$ cat src/design/z88_defines.svh
`ifndef Z88_DEFINES_SVH
`define Z88_DEFINES_SVH

// Bus and memory widths
`define Z88_MA_W      22
`define Z88_CA_W      16
`define Z88_ROMRAM_W  19

// clk cycles without a PS/2 clock edge before a frame is dropped
`define Z88_PS2_TIMEOUT  2000

// I/O ports, low address byte
`define Z88_PORT_SR0  8'hD0
`define Z88_PORT_SR1  8'hD1
`define Z88_PORT_SR2  8'hD2
`define Z88_PORT_SR3  8'hD3
`define Z88_PORT_COM  8'hB0
`define Z88_PORT_INT  8'hB1
`define Z88_PORT_STA  8'hB1   // Read side of INT
`define Z88_PORT_KBD  8'hB2
`define Z88_PORT_ACK  8'hB6
`define Z88_PORT_PB0  8'h70
`define Z88_PORT_PB1  8'h71
`define Z88_PORT_PB2  8'h72
`define Z88_PORT_PB3  8'h73
`define Z88_PORT_SBR  8'h74

`endif

$ cat src/design/z88_mem_pkg.sv
`default_nettype none
`include "z88_defines.svh"

package z88_mem_pkg;

  typedef logic [`Z88_CA_W-1:0] cpu_addr_t;
  typedef logic [`Z88_MA_W-1:0] mem_addr_t;
  typedef logic [7:0]           bank_t;
  typedef logic [7:0]           data_t;

  // All strobes active low
  typedef struct packed {
    logic rom_ce_n;
    logic ram_ce_n;
    logic se1_n;
    logic se2_n;
    logic se3_n;
    logic oe_n;
    logic we_n;
  } mem_sel_t;

  // Z80 side of the glue
  typedef struct packed {
    cpu_addr_t addr;
    data_t     wdata;
    logic      mreq_n;
    logic      iorq_n;
    logic      rd_n;
    logic      wr_n;
  } cpu_bus_t;

endpackage

`default_nettype wire

$ cat src/design/z88_dev_pkg.sv
`default_nettype none

package z88_dev_pkg;

  typedef logic [63:0] kbmat_t;     // Bit row*8+col, 1 = pressed
  typedef logic [7:0]  scancode_t;
  typedef logic [7:0]  sta_t;       // 7 FLAPOPEN, 2 KEY, 0 TIMER

  typedef struct packed {
    logic [12:0] pb0;
    logic [9:0]  pb1;
    logic [8:0]  pb2;
    logic [10:0] pb3;
    logic [10:0] sbr;
  } scr_regs_t;

  typedef enum logic [1:0] {
    IDLE,
    DATA,
    PARITY,
    STOP
  } ps2_state_e;

  // Octal 1rc means valid, row r, column c
  localparam logic [6:0] KEY_MAP [256] = '{
    8'h3E: 7'o100, 8'h3D: 7'o101, 8'h31: 7'o102, 8'h33: 7'o103, 8'h35: 7'o104,
    8'h36: 7'o105, 8'h5A: 7'o106, 8'h66: 7'o107,
    8'h46: 7'o110, 8'h3C: 7'o111, 8'h32: 7'o112, 8'h34: 7'o113, 8'h2C: 7'o114,
    8'h2E: 7'o115,
    8'h45: 7'o120, 8'h44: 7'o121, 8'h2A: 7'o122, 8'h2B: 7'o123, 8'h2D: 7'o124,
    8'h25: 7'o125,
    8'h4D: 7'o130, 8'h43: 7'o131, 8'h21: 7'o132, 8'h23: 7'o133, 8'h24: 7'o134,
    8'h26: 7'o135,
    8'h4C: 7'o140, 8'h4B: 7'o141, 8'h22: 7'o142, 8'h1B: 7'o143, 8'h1D: 7'o144,
    8'h1E: 7'o145,
    8'h52: 7'o150, 8'h42: 7'o151, 8'h1A: 7'o152, 8'h1C: 7'o153, 8'h15: 7'o154,
    8'h16: 7'o155, 8'h29: 7'o156,
    8'h3A: 7'o161, 8'h3B: 7'o162, 8'h4A: 7'o163, 8'h49: 7'o164, 8'h58: 7'o165,
    8'h12: 7'o166,
    8'h41: 7'o171, 8'h0D: 7'o172, 8'h76: 7'o175, 8'h59: 7'o177,
    default: 7'o000
  };

endpackage

`default_nettype wire

$ cat src/design/blink_bank_map.sv
`timescale 1ns/10ps
`default_nettype none

module blink_bank_map
  import z88_mem_pkg::*;
(
  input  logic        clk,
  input  logic        reset,
  input  cpu_bus_t    bus,
  input  bank_t [3:0] sr,
  output mem_addr_t   ma,
  output mem_sel_t    sel
);

  bank_t bank;
  logic  mem_cyc;
  logic  mem_rd;
  logic  mem_wr;
  logic  we_q_n;

  // Segment picked by the top two address bits
  assign bank = sr[bus.addr[15:14]];
  assign ma   = {bank, bus.addr[13:0]};

  assign mem_cyc = ~bus.mreq_n;
  assign mem_rd  = mem_cyc & ~bus.rd_n;
  assign mem_wr  = mem_cyc & ~bus.wr_n;

  // Write strobe waits a cycle for address and data to settle
  always_ff @(posedge clk) begin
    if (reset) begin
      we_q_n <= 1'b1;
    end else begin
      we_q_n <= ~mem_wr;
    end
  end

  always_comb begin
    sel      = '1;
    sel.oe_n = ~mem_rd;
    sel.we_n = we_q_n | ~mem_wr;   // Ends with the bus cycle
    if (mem_cyc) begin
      case (bank[7:6])
        2'b00: begin
          if (bank[5]) begin
            sel.ram_ce_n = 1'b0;   // 20-3F
          end else begin
            sel.rom_ce_n = 1'b0;   // 00-1F
          end
        end
        2'b01:   sel.se1_n = 1'b0;
        2'b10:   sel.se2_n = 1'b0;
        default: sel.se3_n = 1'b0;
      endcase
    end
  end

endmodule

`default_nettype wire

$ cat src/design/blink_io_regs.sv
`timescale 1ns/10ps
`default_nettype none
`include "z88_defines.svh"

module blink_io_regs
  import z88_mem_pkg::*;
  import z88_dev_pkg::*;
(
  input  logic        clk,
  input  logic        reset,
  input  cpu_bus_t    bus,
  input  kbmat_t      kbmat,
  input  logic        flap,
  output bank_t [3:0] sr,
  output data_t       rdata,
  output logic        int_n,
  output logic        lcdon,
  output scr_regs_t   scr
);

  logic [7:0] port;
  logic [7:0] hi;       // Upper address byte, row select and screen high bits
  logic       io_wr;
  data_t      com;
  data_t      int_en;   // 0 GINT, 2 KEY, 7 FLAP
  sta_t       sta_q;
  sta_t       sta_cur;
  sta_t       sta_set;
  sta_t       ack_mask;
  kbmat_t     kbmat_q;
  logic       key_chg;
  logic [1:0] flap_sync;
  logic       flap_last;
  logic       flap_open;
  data_t      kbd_or;

  assign port  = bus.addr[7:0];
  assign hi    = bus.addr[15:8];
  assign io_wr = ~bus.iorq_n & ~bus.wr_n;
  assign lcdon = com[0];

  assign key_chg   = (kbmat != kbmat_q);
  assign flap_open = flap_sync[1] & ~flap_last;

  // KEY shows up in the same cycle the matrix moved
  assign sta_cur  = sta_q | {5'b0, key_chg, 2'b0};
  assign sta_set  = {flap_open, 4'b0, key_chg, 2'b0};
  assign ack_mask = (io_wr && port == `Z88_PORT_ACK) ? bus.wdata : '0;

  always_ff @(posedge clk) begin
    if (reset) begin
      sr        <= '0;
      com       <= '0;
      int_en    <= '0;
      sta_q     <= '0;
      scr       <= '0;
      kbmat_q   <= '0;
      flap_sync <= '0;
      flap_last <= 1'b0;
      int_n     <= 1'b1;
    end else begin
      kbmat_q   <= kbmat;
      flap_sync <= {flap_sync[0], flap};
      flap_last <= flap_sync[1];
      sta_q     <= (sta_q & ~ack_mask) | sta_set;   // New events beat ACK
      int_n     <= ~(int_en[0] & |(sta_cur & int_en & 8'h84));
      if (io_wr) begin
        case (port)
          `Z88_PORT_SR0: sr[0] <= bus.wdata;
          `Z88_PORT_SR1: sr[1] <= bus.wdata;
          `Z88_PORT_SR2: sr[2] <= bus.wdata;
          `Z88_PORT_SR3: sr[3] <= bus.wdata;
          `Z88_PORT_COM: com <= bus.wdata;
          `Z88_PORT_INT: int_en <= bus.wdata;
          `Z88_PORT_PB0: scr.pb0 <= {hi[4:0], bus.wdata};
          `Z88_PORT_PB1: scr.pb1 <= {hi[1:0], bus.wdata};
          `Z88_PORT_PB2: scr.pb2 <= {hi[0], bus.wdata};
          `Z88_PORT_PB3: scr.pb3 <= {hi[2:0], bus.wdata};
          `Z88_PORT_SBR: scr.sbr <= {hi[2:0], bus.wdata};
          default: ;
        endcase
      end
    end
  end

  // A row takes part when its address line is low
  always_comb begin
    kbd_or = '0;
    for (int r = 0; r < 8; r++) begin
      if (!hi[r]) begin
        kbd_or = kbd_or | kbmat[r*8 +: 8];
      end
    end
  end

  always_comb begin
    case (port)
      `Z88_PORT_KBD: rdata = ~kbd_or;   // Pressed keys read as 0
      `Z88_PORT_STA: rdata = sta_cur;
      default:       rdata = '0;
    endcase
  end

endmodule

`default_nettype wire

$ cat src/design/ps2_keyboard.sv
`timescale 1ns/10ps
`default_nettype none
`include "z88_defines.svh"

module ps2_keyboard
  import z88_dev_pkg::*;
(
  input  logic   clk,
  input  logic   reset,
  input  logic   ps2clk,
  input  logic   ps2dat,
  output kbmat_t kbmat
);

  localparam int TO_W = $clog2(`Z88_PS2_TIMEOUT + 1);
  localparam logic [TO_W-1:0] TO_LAST = TO_W'(`Z88_PS2_TIMEOUT - 1);

  logic [2:0]      clk_sync;
  logic [1:0]      dat_sync;
  logic            ps2_fall;
  logic            ps2_bit;
  ps2_state_e      state;
  logic [2:0]      bit_cnt;
  logic [TO_W-1:0] idle_cnt;
  scancode_t       shreg;
  logic            par_ok;
  logic            byte_vld;
  logic            release_arm;
  logic [6:0]      map_ent;

  assign ps2_fall = clk_sync[2] & ~clk_sync[1];
  assign ps2_bit  = dat_sync[1];
  assign map_ent  = KEY_MAP[shreg];

  always_ff @(posedge clk) begin
    if (reset) begin
      clk_sync <= '1;   // Lines idle high
      dat_sync <= '1;
    end else begin
      clk_sync <= {clk_sync[1:0], ps2clk};
      dat_sync <= {dat_sync[0], ps2dat};
    end
  end

  // Frame FSM with inactivity timeout
  always_ff @(posedge clk) begin
    if (reset) begin
      state    <= IDLE;
      bit_cnt  <= '0;
      idle_cnt <= '0;
      byte_vld <= 1'b0;
    end else begin
      byte_vld <= 1'b0;
      if (ps2_fall || state == IDLE) begin
        idle_cnt <= '0;
      end else begin
        idle_cnt <= idle_cnt + 1'b1;
      end
      if (!ps2_fall && state != IDLE && idle_cnt == TO_LAST) begin
        state <= IDLE;   // Partial frame dropped
      end else if (ps2_fall) begin
        case (state)
          IDLE: begin
            if (!ps2_bit) begin
              state   <= DATA;
              bit_cnt <= '0;
            end
          end
          DATA: begin
            bit_cnt <= bit_cnt + 1'b1;
            if (bit_cnt == 3'd7) state <= PARITY;
          end
          PARITY: state <= STOP;
          STOP: begin
            byte_vld <= par_ok & ps2_bit;
            state    <= IDLE;
          end
          default: state <= IDLE;
        endcase
      end
    end
  end

  // LSB first; parity over data plus parity bit must be odd
  always_ff @(posedge clk) begin
    if (ps2_fall && state == DATA) shreg <= {ps2_bit, shreg[7:1]};
    if (ps2_fall && state == PARITY) par_ok <= ^{shreg, ps2_bit};
  end

  always_ff @(posedge clk) begin
    if (reset) begin
      kbmat       <= '0;
      release_arm <= 1'b0;
    end else if (byte_vld) begin
      if (shreg == 8'hF0) begin
        release_arm <= 1'b1;
      end else if (shreg != 8'hE0) begin
        release_arm <= 1'b0;   // Consumed even by unmapped codes
        if (map_ent[6]) kbmat[map_ent[5:0]] <= ~release_arm;
      end
    end
  end

endmodule

`default_nettype wire

$ cat src/design/z88_glue.sv
`timescale 1ns/10ps
`default_nettype none
`include "z88_defines.svh"

module z88_glue
  import z88_mem_pkg::*;
  import z88_dev_pkg::*;
(
  input  logic                     clk,
  input  logic                     reset,
  input  logic                     flap,     // 1 while the flap is open
  input  logic                     ps2clk,
  input  logic                     ps2dat,
  input  cpu_addr_t                cpu_addr,
  input  data_t                    cpu_wdata,
  input  logic                     mreq_n,
  input  logic                     iorq_n,
  input  logic                     rd_n,
  input  logic                     wr_n,
  output data_t                    cpu_rdata,
  output logic [`Z88_ROMRAM_W-1:0] ram_a,
  output logic [`Z88_ROMRAM_W-1:0] rom_a,
  output data_t                    ram_di,
  input  data_t                    ram_do,
  input  data_t                    rom_do,
  output logic                     ram_ce_n,
  output logic                     ram_oe_n,
  output logic                     ram_we_n,
  output logic                     rom_ce_n,
  output logic                     rom_oe_n,
  output logic                     se1_n,
  output logic                     se2_n,
  output logic                     se3_n,
  output mem_addr_t                slot_a,
  output logic                     int_n,
  output logic                     lcdon,
  output scr_regs_t                scr
);

  cpu_bus_t    bus;
  bank_t [3:0] sr;
  mem_addr_t   ma;
  mem_sel_t    sel;
  kbmat_t      kbmat;
  data_t       io_rdata;

  assign bus = '{addr: cpu_addr, wdata: cpu_wdata, mreq_n: mreq_n,
                 iorq_n: iorq_n, rd_n: rd_n, wr_n: wr_n};

  blink_bank_map u_bank_map (.clk(clk), .reset(reset), .bus(bus), .sr(sr),
                             .ma(ma), .sel(sel));

  blink_io_regs u_io_regs (.clk(clk), .reset(reset), .bus(bus), .kbmat(kbmat),
                           .flap(flap), .sr(sr), .rdata(io_rdata), .int_n(int_n),
                           .lcdon(lcdon), .scr(scr));

  ps2_keyboard u_ps2 (.clk(clk), .reset(reset), .ps2clk(ps2clk), .ps2dat(ps2dat),
                      .kbmat(kbmat));

  // On-board chips see the low 512 KB; cards get the full address
  assign ram_a    = ma[`Z88_ROMRAM_W-1:0];
  assign rom_a    = ma[`Z88_ROMRAM_W-1:0];
  assign slot_a   = ma;
  assign ram_di   = cpu_wdata;
  assign ram_ce_n = sel.ram_ce_n;
  assign ram_oe_n = sel.oe_n;
  assign ram_we_n = sel.we_n;
  assign rom_ce_n = sel.rom_ce_n;
  assign rom_oe_n = sel.oe_n;
  assign se1_n    = sel.se1_n;
  assign se2_n    = sel.se2_n;
  assign se3_n    = sel.se3_n;

  always_comb begin
    if (!sel.rom_ce_n && !sel.oe_n) cpu_rdata = rom_do;
    else if (!sel.ram_ce_n && !sel.oe_n) cpu_rdata = ram_do;
    else if (!iorq_n && !rd_n) cpu_rdata = io_rdata;
    else cpu_rdata = 8'hFF;   // Floating bus
  end

endmodule

`default_nettype wire

$ cat config.mk
export PLATFORM = sky130hd
export DESIGN_NAME = z88_glue
export DESIGN_NICKNAME = d
export VERILOG_FILES = /design/src/design/z88_mem_pkg.sv /design/src/design/z88_dev_pkg.sv /design/src/design/blink_bank_map.sv /design/src/design/blink_io_regs.sv /design/src/design/ps2_keyboard.sv /design/src/design/z88_glue.sv
export VERILOG_INCLUDE_DIRS = /design/src /design/src/design
export SDC_FILE = /design/constraint.sdc
export NUM_CORES = 1
export LEC_CHECK = 0
export BUFFER_PORTS_ARGS = -buffer_cell sky130_fd_sc_hd__buf_2
export CAP_MARGIN = 20
export CORE_MARGIN = 1.5
export CORE_UTILIZATION = 29
export DETAILED_ROUTE_END_ITERATION = 10
export MAX_ROUTING_LAYER = met4
export SLEW_MARGIN = 40
export SYNTH_ARGS = -nofsm -noshare
export SYNTH_HDL_FRONTEND = slang
export SYNTH_SLANG_ARGS = --single-unit
$ cat constraint.sdc
create_clock -name clk -period 5.2 [get_ports clk]
set_input_delay 0.52 -clock clk [delete_from_list [all_inputs] [get_ports clk]]
set_output_delay 0.52 -clock clk [all_outputs]
set_load 0.01 [all_outputs]
==> run summary <==
Status: complete, no violations
Root Driver: clkbuf_16
WP data required: 4.68 ns
Register bit total from synthesis: 263
Top-count cell post-synth: dfxtp_1
Avg Synthesized Cell Area: 9.04 sq um
Initial core utilization: 0.294
CP bufs+invs: 1
Post-synth top flop: dfxtp_1
IO Pins: 189
RePlAce Congestion: 0.874
Die Y: 209 um
GRT Total Usage: 0.153
GR Overflow Total: 0
CTS tree: done
CP arrival: 3.46 ns
Reg2Reg Depth: 9
DR vias/cell: 4.90
CP dominant cell by count: nor4_1
Dpl hpwl: 23,400 um
Worst reg2reg path endpoint: u_ps2.kbmat[4]$_SDFFE_PP0P_
Worst Hold Class: in -> reg
Initial antenna violation count: 0
Drt total wl: 33,700 um
Final setup viols: 0
Ratio of final minimum period to clock period: 0.766
Final #Nets: 1,507
Mapped Area: 12,300 sq um
Actual slew at the worst max-slew pin: 0.845 ns
CP Class: reg -> out
Post-CTS resize count: 0
Worst-path maximum fanout: 3
Hold Path Depth: 2
Post-CTS Setup Inserts: 0
Slew Limit Fails: 0
Synth top area share: 0.412
Distinct cells, synth: 69
Die X: 209 um
DR pass1 iterations: 7
Hold Buf Count CTS: 0
Reg clk slew, reported paths: 0.06 ns
Delay-heaviest family, CP: simple AND/OR/NAND/NOR gates
First-pass GRT wire length: 51,800 um
Post-Syn Instances: 1,363
Crit end category: output port
GR Layer Usage met1: 0.193
GR peak layer: met2
Layout fillers: 4,277
Total negative slack: 0 ns
RSZ-0062 raised after global routing: no
Post-synthesis async set-or-reset flop share: 0
Cells along the critical path: xor2_1 > nor4_1 > nand4_1 > nor4_1 > nand2b_1 > a2111oi_0 > nor2_1 > buf_2
Pwr Total: 4.13 mW
Final hold vios: 0
Cell Rows: 75
M3 GR Usage: 0.0153
Commonest cells post-synth: dfxtp_1, nor2_1, nand2_1
Core area: 41,900 sq um
Rel. slew slack: 0.431
CP startpoint kind: flip-flop
Avg WL per Cell: 16.8 um
Seq/Total Area, Yosys: 0.434
Antenna Cells: 0
Slowest cell on the critical path: nor4_1
Syn. warnings: 0
Syn-to-layout area delta: 14.7%
Reg2reg setup slack: 1.46 ns
Share of layout cells above drive strength 1: 0.230
Syn_nets: 1,427
Post-route minimum period: 3.98 ns
Max frequency: 251 MHz
PwrDens: 292 nW/um^2
PortBufs: 188
Clk sinks: 263
DR iter-0 viols: 695
Largest net degree at the start of global routing: 104
Peak VDD IR: 184 uV
Die ar.: 43,800 sq um
Crit-path max cell delay: 0.68 ns
DR vias: 9,797
Clock buffer depth: 3
Clk_lat worst skew: 0.54 ns
DRC viols: 0
Hold Path End: u_ps2.dat_sync[0]$_SDFF_PP1_
Vias in the first global route: 9,183
Ranking of synthesized cells by area: dfxtp_1, mux2_2, nor2_1
Max-cap viol count: 0
Global routing usage on met2: 0.259
H-tree depth: 1
Critical R2R Launch: u_ps2.shreg[1]$_DFFE_PP_
Synth area leader: dfxtp_1
Worst Hold Launch: ps2dat
ANT nets after route: 0
Pleak: 6.21 nW
Number of synthesized flops with an enable pin: 9
TritonCTS Buffers: 27
Setup Skew: 0.00811 ns
[routing by layer]
metal / wire length, um / share of wire
met5: 0 / 0
met4: 832 / 0.025
met3: 1450 / 0.043
met2: 16400 / 0.49
met1: 15000 / 0.45
[worst max-delay path by stage]
stage	startpoint	to	slack, ns	cells after the start
5_1_grt	u_ps2.kbmat[47]$_SDFFE_PP0P_	cpu_rdata[2]	1.01	8
6_report	u_ps2.kbmat[2]$_SDFFE_PP0P_	cpu_rdata[2]	1.22	8
3_3_place_gp	u_ps2.shreg[2]$_DFFE_PP_	u_ps2.kbmat[7]$_SDFFE_PP0P_	1.43	9
4_1_cts	u_ps2.kbmat[47]$_SDFFE_PP0P_	cpu_rdata[2]	1.21	8
2_1_floorplan	cpu_addr[14]	cpu_rdata[6]	2.10	9
3_5_place_dp	u_ps2.shreg[1]$_DFFE_PP_	u_ps2.kbmat[4]$_SDFFE_PP0P_	1.50	9
[flip-flops by register name (all words and copies together) (netlist names), 2 cells and up]
| register | count |
|---|---|
| u_io_regs.sta_q | 8 |
| u_ps2.dat_sync | 2 |
| u_io_regs.kbmat_q | 64 |
| u_io_regs.int_en | 3 |
| u_ps2.clk_sync | 3 |
| u_io_regs.flap_sync | 2 |
| u_io_regs.scr | 54 |
| u_ps2.kbmat | 64 |
| u_ps2.shreg | 8 |
| u_ps2.state | 2 |
| u_ps2.bit_cnt | 3 |
| u_ps2.idle_cnt | 11 |
| u_io_regs.sr | 32 |
[power by group]
group,switching (mW),internal (mW),leakage [nW]
logic,0.124,0.0526,3.64
registers,0.00237,2.03,2.13
clock network,0.779,1.14,0.433
total,0.906,3.22,6.21
[layout make-up]
| type | count | area, sq um | area share |
|---|---|---|---|
| Clock buffer | 39 | 791 | 0.0559 |
| Clock inverter | 6 | 83.8 | 0.00593 |
| Inverter | 76 | 285 | 0.0202 |
| Multi-Input combinational cell | 871 | 5860 | 0.414 |
| Sequential cell | 263 | 5360 | 0.379 |
| Tap cell | 539 | 674 | 0.0477 |
| Timing Repair Buffer | 204 | 1090 | 0.0771 |
[layout by cell type, fill, tap and decap left out, drive strengths merged, types with 9 or more instances in the layout]
cell type,instances
nand3,79
inv,77
nand3b,11
dfxtp,254
nor4,28
nand2b,23
and3,9
edfxtp,9
o21ai,21
nor2,161
o22ai,31
mux2,59
nor2b,17
buf,204
nand4b,14
a21oi,67
clkbuf,39
mux2i,51
nand2,81
ha,15
xor2,68
nand4,23
xnor2,12
nor3,10
[kinds of logic after synthesis]
logic type | Yosys count | share of synthesized area
adders and majority gates | 15 | 0.0152
DFF | 263 | 0.434
AOI/OAI and AO/OA | 172 | 0.0906
and+or+nand+nor | 486 | 0.199
buffers and inverters | 229 | 0.0941
muxes | 118 | 0.110
xor gates and xnor gates | 80 | 0.0568
[per-stage QoR]
step,util,setup WS (ns),cells,cell area (sq um),hold slack (ns)
2_1_floorplan,-,2.10,1363,12300,0.384
3_3_place_gp,0.314,1.43,1948,13200,0.391
3_5_place_dp,0.316,1.50,1951,13200,0.394
4_1_cts,0.336,1.21,1996,14100,0.184
5_1_grt,0.337,1.01,1998,14100,0.197
6_report,0.337,1.22,1998,14100,0.191
Power figures use the tool's default switching activity.
